## src/rtl/rv_pkg.sv

```systemverilog
`default_nettype none

package rv_pkg;

    typedef logic [31:0] word_t;      // data word, address or instruction
    typedef logic [4:0]  reg_addr_t;  // register index

    // ALU operations
    typedef enum logic [3:0] {
        ALU_ADD,
        ALU_SUB,
        ALU_SLL,
        ALU_SLT,
        ALU_SLTU,
        ALU_XOR,
        ALU_SRL,
        ALU_SRA,
        ALU_OR,
        ALU_AND,
        ALU_PASS_B  // lui
    } alu_op_e;

    typedef enum logic [2:0] {
        BR_NONE,
        BR_BEQ,
        BR_BNE,
        BR_BLT,
        BR_BGE,
        BR_BLTU,
        BR_BGEU
    } branch_e;

    typedef enum logic [1:0] {
        RES_ALU,
        RES_MEM,
        RES_PC4   // link value of jal
    } result_src_e;

    typedef enum logic [1:0] {
        FWD_RF,
        FWD_MEM,
        FWD_WB
    } fwd_sel_e;

    // --------------------------------------------------
    // opcodes
    localparam logic [6:0] OPC_OP     = 7'b0110011;
    localparam logic [6:0] OPC_OP_IMM = 7'b0010011;
    localparam logic [6:0] OPC_LUI    = 7'b0110111;
    localparam logic [6:0] OPC_BRANCH = 7'b1100011;
    localparam logic [6:0] OPC_JAL    = 7'b1101111;
    localparam logic [6:0] OPC_LOAD   = 7'b0000011;
    localparam logic [6:0] OPC_STORE  = 7'b0100011;
    localparam logic [6:0] OPC_SYSTEM = 7'b1110011;

    localparam word_t INSTR_EBREAK = 32'h0010_0073;  // full encoding

endpackage

`default_nettype wire

```

## src/rtl/rv_alu.sv

```systemverilog
`default_nettype none

module rv_alu
    import rv_pkg::*;
(
    input  word_t   a,
    input  word_t   b,
    input  alu_op_e op,
    input  branch_e branch,
    output word_t   result,
    output logic    taken
);

    logic eq;
    logic lt_s;
    logic lt_u;

    // shared compare for slt and the branch conditions
    assign eq   = (a == b);
    assign lt_s = ($signed(a) < $signed(b));
    assign lt_u = (a < b);

    always_comb begin
        case (op)
            ALU_ADD:    result = a + b;
            ALU_SUB:    result = a - b;
            ALU_SLL:    result = a << b[4:0];
            ALU_SLT:    result = {31'b0, lt_s};
            ALU_SLTU:   result = {31'b0, lt_u};
            ALU_XOR:    result = a ^ b;
            ALU_SRL:    result = a >> b[4:0];
            ALU_SRA:    result = word_t'($signed(a) >>> b[4:0]);
            ALU_OR:     result = a | b;
            ALU_AND:    result = a & b;
            ALU_PASS_B: result = b;
            default:    result = '0;
        endcase
    end

    // --------------------------------------------------
    // branch condition
    always_comb begin
        case (branch)
            BR_BEQ:  taken = eq;
            BR_BNE:  taken = !eq;
            BR_BLT:  taken = lt_s;
            BR_BGE:  taken = !lt_s;
            BR_BLTU: taken = lt_u;
            BR_BGEU: taken = !lt_u;
            default: taken = 1'b0;  // not a branch
        endcase
    end

endmodule

`default_nettype wire

```

## src/rtl/rv_core.sv

```systemverilog
`default_nettype none

module rv_core
    import rv_pkg::*;
#(
    parameter word_t RESET_PC = 32'h0000_0000
) (
    input  logic      clk,
    input  logic      rst,
    output word_t     imem_addr,
    input  word_t     imem_data,
    output word_t     dmem_addr,
    output word_t     dmem_wdata,
    output logic      dmem_we,
    input  word_t     dmem_rdata,
    output logic      retire_valid,
    output word_t     retire_pc,
    output reg_addr_t retire_rd,
    output word_t     retire_wdata,
    output logic      halt
);

    word_t       pc;
    logic        stall, flush, kill, retire_ebreak;
    fwd_sel_e    fwd_a, fwd_b;
    // decode
    logic        valid_d;
    word_t       d_instr, d_pc, d_imm, d_rdata1, d_rdata2;
    reg_addr_t   d_rs1, d_rs2, d_rd;
    alu_op_e     d_alu_op;
    branch_e     d_branch;
    result_src_e d_result_src;
    logic        d_use_imm, d_reg_we, d_mem_re, d_mem_we, d_jump, d_uses_rs1, d_uses_rs2;
    logic        d_ebreak;
    // execute
    logic        valid_e;
    word_t       e_pc, e_imm, e_rdata1, e_rdata2, e_op_a, e_src2, e_alu_res, e_result;
    reg_addr_t   e_rs1, e_rs2, e_rd;
    alu_op_e     e_alu_op;
    branch_e     e_branch;
    result_src_e e_result_src;
    logic        e_use_imm, e_reg_we, e_mem_re, e_mem_we, e_jump, e_ebreak, e_alu_taken, e_taken;
    // memory
    logic        valid_m;
    word_t       m_pc, m_result, m_wdata;
    reg_addr_t   m_rd;
    result_src_e m_result_src;
    logic        m_reg_we, m_mem_we, m_ebreak;
    // writeback
    logic        valid_w;
    word_t       w_pc, w_result, w_rdata, w_value;
    reg_addr_t   w_rd;
    result_src_e w_result_src;
    logic        w_reg_we, w_ebreak, w_we;

    assign kill = halt || retire_ebreak;  // stop everything younger than ebreak

    // --------------------------------------------------
    // fetch
    assign imem_addr = pc;

    always_ff @(posedge clk or posedge rst) begin
        if (rst) pc <= RESET_PC;
        else if (kill) pc <= pc;
        else if (e_taken) pc <= e_pc + e_imm;  // branch / jal target
        else if (!stall) pc <= pc + 32'd4;
    end

    always_ff @(posedge clk or posedge rst) begin
        if (rst) valid_d <= 1'b0;
        else if (kill || flush) valid_d <= 1'b0;
        else if (!stall) valid_d <= 1'b1;
    end

    always_ff @(posedge clk) begin
        if (!stall) begin
            d_instr <= imem_data;
            d_pc    <= pc;
        end
    end

    // --------------------------------------------------
    // decode
    rv_decoder u_decoder (
        .instr(d_instr), .rs1(d_rs1), .rs2(d_rs2), .rd(d_rd), .imm(d_imm),
        .alu_op(d_alu_op), .branch(d_branch), .result_src(d_result_src),
        .use_imm(d_use_imm), .reg_we(d_reg_we), .mem_re(d_mem_re), .mem_we(d_mem_we),
        .jump(d_jump), .uses_rs1(d_uses_rs1), .uses_rs2(d_uses_rs2), .is_ebreak(d_ebreak)
    );

    rv_regfile u_regfile (
        .clk(clk), .rst(rst), .raddr1(d_rs1), .raddr2(d_rs2), .waddr(w_rd),
        .wdata(w_value), .we(w_we), .rdata1(d_rdata1), .rdata2(d_rdata2)
    );

    rv_hazard_unit u_hazard (
        .rs1_d(d_rs1), .rs2_d(d_rs2), .rs1_e(e_rs1), .rs2_e(e_rs2),
        .rd_e(e_rd), .rd_m(m_rd), .rd_w(w_rd),
        .uses_rs1_d(valid_d && d_uses_rs1), .uses_rs2_d(valid_d && d_uses_rs2),
        .we_e(valid_e && e_reg_we), .load_e(valid_e && e_mem_re),
        .we_m(valid_m && m_reg_we), .we_w(w_we), .taken_e(e_taken),
        .fwd_a(fwd_a), .fwd_b(fwd_b), .stall(stall), .flush(flush)
    );

    always_ff @(posedge clk or posedge rst) begin
        if (rst) valid_e <= 1'b0;
        else valid_e <= valid_d && !(kill || flush || stall);  // stall leaves a bubble
    end

    always_ff @(posedge clk) begin
        e_pc         <= d_pc;
        e_imm        <= d_imm;
        e_rdata1     <= d_rdata1;
        e_rdata2     <= d_rdata2;
        e_rs1        <= d_rs1;
        e_rs2        <= d_rs2;
        e_rd         <= d_rd;
        e_alu_op     <= d_alu_op;
        e_branch     <= d_branch;
        e_result_src <= d_result_src;
        e_use_imm    <= d_use_imm;
        e_reg_we     <= d_reg_we;
        e_mem_re     <= d_mem_re;
        e_mem_we     <= d_mem_we;
        e_jump       <= d_jump;
        e_ebreak     <= d_ebreak;
    end

    // --------------------------------------------------
    // execute
    assign w_value = (w_result_src == RES_MEM) ? w_rdata : w_result;

    always_comb begin
        case (fwd_a)
            FWD_MEM: e_op_a = m_result;
            FWD_WB:  e_op_a = w_value;
            default: e_op_a = e_rdata1;
        endcase
        case (fwd_b)
            FWD_MEM: e_src2 = m_result;
            FWD_WB:  e_src2 = w_value;
            default: e_src2 = e_rdata2;
        endcase
    end

    rv_alu u_alu (
        .a(e_op_a), .b(e_use_imm ? e_imm : e_src2), .op(e_alu_op), .branch(e_branch),
        .result(e_alu_res), .taken(e_alu_taken)
    );

    assign e_result = (e_result_src == RES_PC4) ? e_pc + 32'd4 : e_alu_res;
    assign e_taken  = valid_e && (e_jump || e_alu_taken);

    always_ff @(posedge clk or posedge rst) begin
        if (rst) valid_m <= 1'b0;
        else valid_m <= valid_e && !kill;
    end

    always_ff @(posedge clk) begin
        m_pc         <= e_pc;
        m_result     <= e_result;
        m_wdata      <= e_src2;  // forwarded store data
        m_rd         <= e_rd;
        m_result_src <= e_result_src;
        m_reg_we     <= e_reg_we;
        m_mem_we     <= e_mem_we;
        m_ebreak     <= e_ebreak;
    end

    // --------------------------------------------------
    // memory
    assign dmem_addr  = m_result;
    assign dmem_wdata = m_wdata;
    assign dmem_we    = valid_m && m_mem_we && !kill;

    always_ff @(posedge clk or posedge rst) begin
        if (rst) valid_w <= 1'b0;
        else valid_w <= valid_m && !kill;
    end

    always_ff @(posedge clk) begin
        w_pc         <= m_pc;
        w_result     <= m_result;
        w_rdata      <= dmem_rdata;
        w_rd         <= m_rd;
        w_result_src <= m_result_src;
        w_reg_we     <= m_reg_we;
        w_ebreak     <= m_ebreak;
    end

    // --------------------------------------------------
    // writeback and retire
    assign w_we          = valid_w && w_reg_we;
    assign retire_ebreak = valid_w && w_ebreak;
    assign retire_valid  = valid_w;
    assign retire_pc     = w_pc;
    assign retire_rd     = w_we ? w_rd : '0;
    assign retire_wdata  = (retire_rd != '0) ? w_value : '0;

    always_ff @(posedge clk or posedge rst) begin
        if (rst) halt <= 1'b0;
        else if (retire_ebreak) halt <= 1'b1;  // sticky until reset
    end

endmodule

`default_nettype wire

```

## src/rtl/rv_decoder.sv

```systemverilog
`default_nettype none

module rv_decoder
    import rv_pkg::*;
(
    input  word_t       instr,
    output reg_addr_t   rs1,
    output reg_addr_t   rs2,
    output reg_addr_t   rd,
    output word_t       imm,
    output alu_op_e     alu_op,
    output branch_e     branch,
    output result_src_e result_src,
    output logic        use_imm,
    output logic        reg_we,
    output logic        mem_re,
    output logic        mem_we,
    output logic        jump,
    output logic        uses_rs1,
    output logic        uses_rs2,
    output logic        is_ebreak
);

    logic [6:0] opcode;
    logic [2:0] funct3;
    logic [6:0] funct7;
    word_t      imm_i, imm_s, imm_b, imm_u, imm_j;
    alu_op_e    arith_op;   // op / op-imm operation from funct fields
    logic       arith_ok;

    assign opcode = instr[6:0];
    assign funct3 = instr[14:12];
    assign funct7 = instr[31:25];
    assign rd     = instr[11:7];
    assign rs1    = instr[19:15];
    assign rs2    = instr[24:20];

    assign imm_i = {{20{instr[31]}}, instr[31:20]};
    assign imm_s = {{20{instr[31]}}, instr[31:25], instr[11:7]};
    assign imm_b = {{20{instr[31]}}, instr[7], instr[30:25], instr[11:8], 1'b0};
    assign imm_u = {instr[31:12], 12'b0};
    assign imm_j = {{12{instr[31]}}, instr[19:12], instr[20], instr[30:21], 1'b0};

    // --------------------------------------------------
    // funct3/funct7 to ALU operation
    always_comb begin
        case (funct3)
            3'b000:  arith_op = (opcode == OPC_OP && funct7[5]) ? ALU_SUB : ALU_ADD;
            3'b001:  arith_op = ALU_SLL;
            3'b010:  arith_op = ALU_SLT;
            3'b011:  arith_op = ALU_SLTU;
            3'b100:  arith_op = ALU_XOR;
            3'b101:  arith_op = funct7[5] ? ALU_SRA : ALU_SRL;
            3'b110:  arith_op = ALU_OR;
            default: arith_op = ALU_AND;
        endcase

        arith_ok = 1'b1;
        if (opcode == OPC_OP) begin
            arith_ok = (funct7 == 7'b0000000) ||
                       (funct7 == 7'b0100000 && (funct3 == 3'b000 || funct3 == 3'b101));
        end else if (funct3 == 3'b001) begin
            arith_ok = (funct7 == 7'b0000000);  // slli
        end else if (funct3 == 3'b101) begin
            arith_ok = (funct7 == 7'b0000000) || (funct7 == 7'b0100000);
        end
    end

    // --------------------------------------------------
    // unknown encodings fall out as no-ops
    always_comb begin
        imm        = '0;
        alu_op     = ALU_ADD;
        branch     = BR_NONE;
        result_src = RES_ALU;
        use_imm    = 1'b0;
        reg_we     = 1'b0;
        mem_re     = 1'b0;
        mem_we     = 1'b0;
        jump       = 1'b0;
        uses_rs1   = 1'b0;
        uses_rs2   = 1'b0;
        is_ebreak  = 1'b0;

        case (opcode)
            OPC_OP: begin
                if (arith_ok) begin
                    alu_op   = arith_op;
                    reg_we   = 1'b1;
                    uses_rs1 = 1'b1;
                    uses_rs2 = 1'b1;
                end
            end
            OPC_OP_IMM: begin
                if (arith_ok) begin
                    alu_op   = arith_op;
                    imm      = imm_i;
                    use_imm  = 1'b1;
                    reg_we   = 1'b1;
                    uses_rs1 = 1'b1;
                end
            end
            OPC_LUI: begin
                alu_op  = ALU_PASS_B;
                imm     = imm_u;
                use_imm = 1'b1;
                reg_we  = 1'b1;
            end
            OPC_BRANCH: begin
                imm = imm_b;
                case (funct3)
                    3'b000:  branch = BR_BEQ;
                    3'b001:  branch = BR_BNE;
                    3'b100:  branch = BR_BLT;
                    3'b101:  branch = BR_BGE;
                    3'b110:  branch = BR_BLTU;
                    3'b111:  branch = BR_BGEU;
                    default: branch = BR_NONE;
                endcase
                uses_rs1 = (branch != BR_NONE);
                uses_rs2 = (branch != BR_NONE);
            end
            OPC_JAL: begin
                imm        = imm_j;
                jump       = 1'b1;
                reg_we     = 1'b1;
                result_src = RES_PC4;
            end
            OPC_LOAD: begin
                if (funct3 == 3'b010) begin  // lw only
                    imm        = imm_i;
                    use_imm    = 1'b1;
                    reg_we     = 1'b1;
                    mem_re     = 1'b1;
                    result_src = RES_MEM;
                    uses_rs1   = 1'b1;
                end
            end
            OPC_STORE: begin
                if (funct3 == 3'b010) begin  // sw only
                    imm      = imm_s;
                    use_imm  = 1'b1;
                    mem_we   = 1'b1;
                    uses_rs1 = 1'b1;
                    uses_rs2 = 1'b1;
                end
            end
            OPC_SYSTEM: is_ebreak = (instr == INSTR_EBREAK);
            default: ;
        endcase
    end

endmodule

`default_nettype wire

```

## src/rtl/rv_hazard_unit.sv

```systemverilog
`default_nettype none

module rv_hazard_unit
    import rv_pkg::*;
(
    input  reg_addr_t rs1_d,
    input  reg_addr_t rs2_d,
    input  reg_addr_t rs1_e,
    input  reg_addr_t rs2_e,
    input  reg_addr_t rd_e,
    input  reg_addr_t rd_m,
    input  reg_addr_t rd_w,
    input  logic      uses_rs1_d,
    input  logic      uses_rs2_d,
    input  logic      we_e,
    input  logic      load_e,
    input  logic      we_m,
    input  logic      we_w,
    input  logic      taken_e,
    output fwd_sel_e  fwd_a,
    output fwd_sel_e  fwd_b,
    output logic      stall,
    output logic      flush
);

    logic load_hit;

    // youngest producer wins
    function automatic fwd_sel_e fwd_for(input reg_addr_t rs,
                                         input reg_addr_t rdm, input logic wem,
                                         input reg_addr_t rdw, input logic wew);
        fwd_sel_e sel;
        if (wem && rdm != '0 && rdm == rs) sel = FWD_MEM;
        else if (wew && rdw != '0 && rdw == rs) sel = FWD_WB;
        else sel = FWD_RF;
        return sel;
    endfunction

    assign fwd_a = fwd_for(rs1_e, rd_m, we_m, rd_w, we_w);
    assign fwd_b = fwd_for(rs2_e, rd_m, we_m, rd_w, we_w);

    // --------------------------------------------------
    // load result only exists once the load is in memory stage
    assign load_hit = load_e && we_e && rd_e != '0 &&
                      ((uses_rs1_d && rs1_d == rd_e) || (uses_rs2_d && rs2_d == rd_e));

    assign flush = taken_e;
    assign stall = load_hit && !taken_e;  // flush wins over stall

endmodule

`default_nettype wire

```

## src/rtl/rv_regfile.sv

```systemverilog
`default_nettype none

module rv_regfile
    import rv_pkg::*;
(
    input  logic      clk,
    input  logic      rst,
    input  reg_addr_t raddr1,
    input  reg_addr_t raddr2,
    input  reg_addr_t waddr,
    input  word_t     wdata,
    input  logic      we,
    output word_t     rdata1,
    output word_t     rdata2
);

    word_t regs [1:31];  // x0 has no storage

    always_ff @(posedge clk or posedge rst) begin
        if (rst) begin
            for (int i = 1; i < 32; i++) begin
                regs[i] <= '0;
            end
        end else if (we && waddr != '0) begin
            regs[waddr] <= wdata;
        end
    end

    // same-cycle write shows through to the read
    function automatic word_t read_port(input reg_addr_t addr);
        word_t value;
        if (addr == '0) value = '0;
        else if (we && addr == waddr) value = wdata;
        else value = regs[addr];
        return value;
    endfunction

    always_comb begin
        rdata1 = read_port(raddr1);
        rdata2 = read_port(raddr2);
    end

endmodule

`default_nettype wire

```

## config.mk

```make
export PLATFORM = sky130hd
export DESIGN_NAME = rv_core
export DESIGN_NICKNAME = d
export VERILOG_FILES = /design/src/rtl/rv_pkg.sv /design/src/rtl/rv_alu.sv /design/src/rtl/rv_core.sv /design/src/rtl/rv_decoder.sv /design/src/rtl/rv_hazard_unit.sv /design/src/rtl/rv_regfile.sv
export SDC_FILE = /design/constraint.sdc
export NUM_CORES = 2
export LEC_CHECK = 0
export ABC_CLOCK_PERIOD_IN_PS = 54100
export BUFFER_PORTS_ARGS = -buffer_cell sky130_fd_sc_hd__buf_2
export CELL_PAD_IN_SITES_DETAIL_PLACEMENT = 2
export CELL_PAD_IN_SITES_GLOBAL_PLACEMENT = 2
export CORE_AREA = 2 2 563 565
export DETAILED_ROUTE_END_ITERATION = 16
export DIE_AREA = 0 0 565 567
export PLACE_DENSITY = 0.5
export SETUP_SLACK_MARGIN = 0.4
export SLEW_MARGIN = 10
export SYNTH_ARGS = -nofsm -noshare
export SYNTH_HDL_FRONTEND = slang
export SYNTH_SLANG_ARGS = --single-unit
export TNS_END_PERCENT = 50
```

## constraint.sdc

```tcl
create_clock -name clk -period 54.1 [get_ports clk]
set_input_delay 0 -clock clk [delete_from_list [all_inputs] [get_ports clk]]
set_output_delay 0 -clock clk [all_outputs]
set_load 0.01 [all_outputs]
```

==> metrics.md <==
| Metric | Value |
|---|---|
| Reg-to-reg startpoint | w_result_src[0] |
| Grt total ovfl | 0 |
| Final Setup Violations | 0 |
| Worst vdd ir | 0.0250 mV |
| Syn avg cell area | 10.5 sq um |
| Routed WL per cell | 32.3 um |
| Crit Path Max Fanout | 64 |
| Register bit count reported by yosys | 1462 |
| Area growth, synth to finish | 17.5% |
| Pleak | 38.2 nW |
| Worst skew pair latency | 0.87 ns |
| Slew @ Worst Pin | 1.27 ns |
| Post-synthesis sequential area ratio | 0.448 |
| Cell Count, Final, Fillers Out | 11900 |
| Setup CP Type | register to register |
| ANT nets after route | 0 |
| Final design utilization | 0.293 |
| Slowest stage delay, CP | 0.90 ns |
| Crit path DAT | 9.11 ns |
| Total clock buffers created by CTS | 191 |
| RSZ-0062 raised after global routing | no |
| IO Port Bufs | 233 |
| Total number of yosys warnings | 0 |
| Netlist Area Pre-Place | 0.0783 sq mm |
| Top-count cell post-synth | dfrtp_1 |
| Crit path capture type | register |
| Count of flip-flops with a built-in enable after synthesis | 64 |
| Hold WC Path Type | primary input to register |
| Synth area leader | dfrtp_1 |
| Largest net degree at the start of global routing | 101 |
| Clock Sinks | 1462 |
| Top FF cell, synth | dfrtp_1 |
| Initial antenna violation count | 29 |
| Status | completed |
| Crit path launch type | register |
| Post-CTS Setup Bufs | 0 |
| Worst slew margin | 0.143 |
| CTS root buf | clkbuf_16 |
| Fin crit share | 0.162 |
| Layout Skew | 0.0471 ns |
| First-pass GRT wire length | 546000 um |
| Starting Density | 0.249 |
| Power Density | 31.1 mW/mm^2 |
| DRC viols | 0 |
| Peak Freq | 114 MHz |
| Area contributors post-synth | dfrtp_1, mux4_2, dfxtp_1 |
| CTS max path bufs | 4 |
| CP Data Required Time | 54.46 ns |
| Post-DP HPWL | 261000 um |
| Total Wirelength | 384000 um |
| Hold Vio Cnt, Final | 0 |
| Pre-Repair DR Iteration Count | 5 |
| CP max stage cell | mux2i_4 |
| Max Cap Viol | 0 |
| Setup_tns | 0 ns |
| Synth cell types | 115 |
| Hold Crit Start | dmem_rdata[16] |
| CP Cell Sequence | nor2b_4, buf_4, buf_4, mux2i_4, nand2_1, o21ai_0, o21ai_0, mux2i_1, inv_1, ha_1, or3_1, nor2_1, nand2_1, nor4_1, mux2_1, o221ai_1, a21oi_1, a32oi_4, buf_4, nand2_4 |
| Layout cells sized above 1 | 0.204 |
| Vias per cell | 5.32 |
| Top cells by count, synth | dfrtp_1, nand2_1, nor2_1 |
| Top-area cell type share of the netlist area | 0.329 |
| Count of pins over their slew limit | 0 |
| Tmin final | 8.75 ns |
| Clk slew on worst S/H paths | 0.06 ns |
| RD Place Congestion | 0.964 |
| Start point of the critical path | w_result_src[0] |
| Synth Instances | 7448 |
| GRT Overall Usage | 0.237 |
| Die height | 567 um |
| Chip width | 565 um |
| I/O Pins | 234 |
| Fin nets | 7759 |
| Post-synth ARST share | 0.704 |
| CTS tree | done |
| Synth Net Count | 7647 |
| Die Footprint | 0.320 sq mm |
| Vias | 63300 |
| Placed Cells | 11400 |
| Vias in the first global route | 68300 |
| Crit path top cell by count | buf_4 |
| DRT iter0 DRCs | 4347 |
| Placeable core area | 0.314 sq mm |
| Std cell rows | 206 |
| CTS H-tree lvls | 4 |
area by class of cell:
cell class / count / area [sq um]
Antenna cell: 14 / 35.0
Inverter: 113 / 447
Multi-Input combinational cell: 5225 / 40900
Timing Repair Buffer: 567 / 4150
Fill cell: 34000 / 222000
Sequential cell: 1462 / 35100
Tap cell: 4160 / 5200
Clock buffer: 288 / 5590
Clock inverter: 52 / 638
state kept, by name, summed over array words and instances, names as in the netlist, 4 cells and up:
register and count:
u_regfile.regs 992, d_instr 32, d_pc 32, dmem_addr 32, dmem_wdata 32, e_imm 32, e_pc 32, e_rdata1 32
e_rdata2 32, imem_addr 32, m_pc 32, retire_pc 32, w_rdata 32, w_result 32, e_rd 5, e_rs1 5
e_rs2 5, m_rd 5, w_rd 5, e_alu_op 4
cells in the final DEF, fill, tap and decap left out, drive strengths merged, types with 261 or more instances in the layout:
| master | netlist | final |
|---|---|---|
| mux2i | 261 | 261 |
| nor2 | 823 | 823 |
| buf | 144 | 437 |
| o21ai | 808 | 808 |
| dfxtp | 369 | 369 |
| a21oi | 635 | 635 |
| nand2 | 881 | 881 |
| mux4 | 591 | 591 |
| clkbuf | 504 | 288 |
| dfrtp | 1029 | 1029 |
critical path, delay by kind of cell (launching register included):
kind                       cells  cell delay, ns
muxes                          3            1.75
DFF                            1            0.32
adders and majority gates      1            0.45
and+or+nand+nor                7            2.58
buffers and inverters          4            1.94
AOI/OAI and AO/OA              5            0.98
kinds of logic (layout without fill, tap and decap cells):
kind of cell	count (synthesis)	in the layout	synth area share
and+or+nand+nor	2052	2052	0.109
AOI/OAI and AO/OA	1940	1940	0.146
xor gates and xnor gates	121	121	0.0135
other	0	14	0
buffers and inverters	761	1020	0.0399
muxes	979	979	0.222
adders and majority gates	133	133	0.0215
DFF	1462	1462	0.448
where the power goes:
group | internal, mW | total (mW) | switching (mW) | leakage (nW)
registers | 1.16 | 1.24 | 0.0792 | 18.0
clock network | 0.764 | 1.30 | 0.535 | 3.04
logic | 0.116 | 0.319 | 0.203 | 17.2
total | 2.04 | 2.86 | 0.817 | 38.2
metal layers:
layer	share of wire	up-vias	track usage
li1	-	27300	-
met1	0.45	33900	0.327
met2	0.47	1497	0.387
met3	0.040	493	0.0257
met4	0.037	2	0.0765
met5	0.000034	-	0
through the flow:
step	total power, mW	area (sq um)	setup WS (ns)	hold WS (ns)
2_1_floorplan	1.41	78300	25.14	0.0277
3_3_place_gp	1.57	84300	45.50	0.106
4_1_cts	2.90	91900	45.32	0.226
3_5_place_dp	1.57	84300	45.35	0.107
5_1_grt	2.97	92000	44.77	0.288
6_report	2.86	92000	45.35	0.295
repair_timing:
action	in CTS	in global routing
gates resized for setup	0	0
hold endpoints to repair	161	0
hold buffers	130	0
path summary, 6_finish.rpt:
path | to | slack, ns | cells after the start
min reg2reg | retire_pc[27] | 0.32 | 0
min | w_rdata[16] | 0.30 | 3
max in group asynchronous | u_regfile.regs[471] | 48.79 | 9
max | d_instr[6] | 45.35 | 20
max reg2reg | d_instr[6] | 45.35 | 20
min in group asynchronous | u_regfile.regs[32] | 0.40 | 4
No activity file was read; power rests on OpenSTA's default activity.
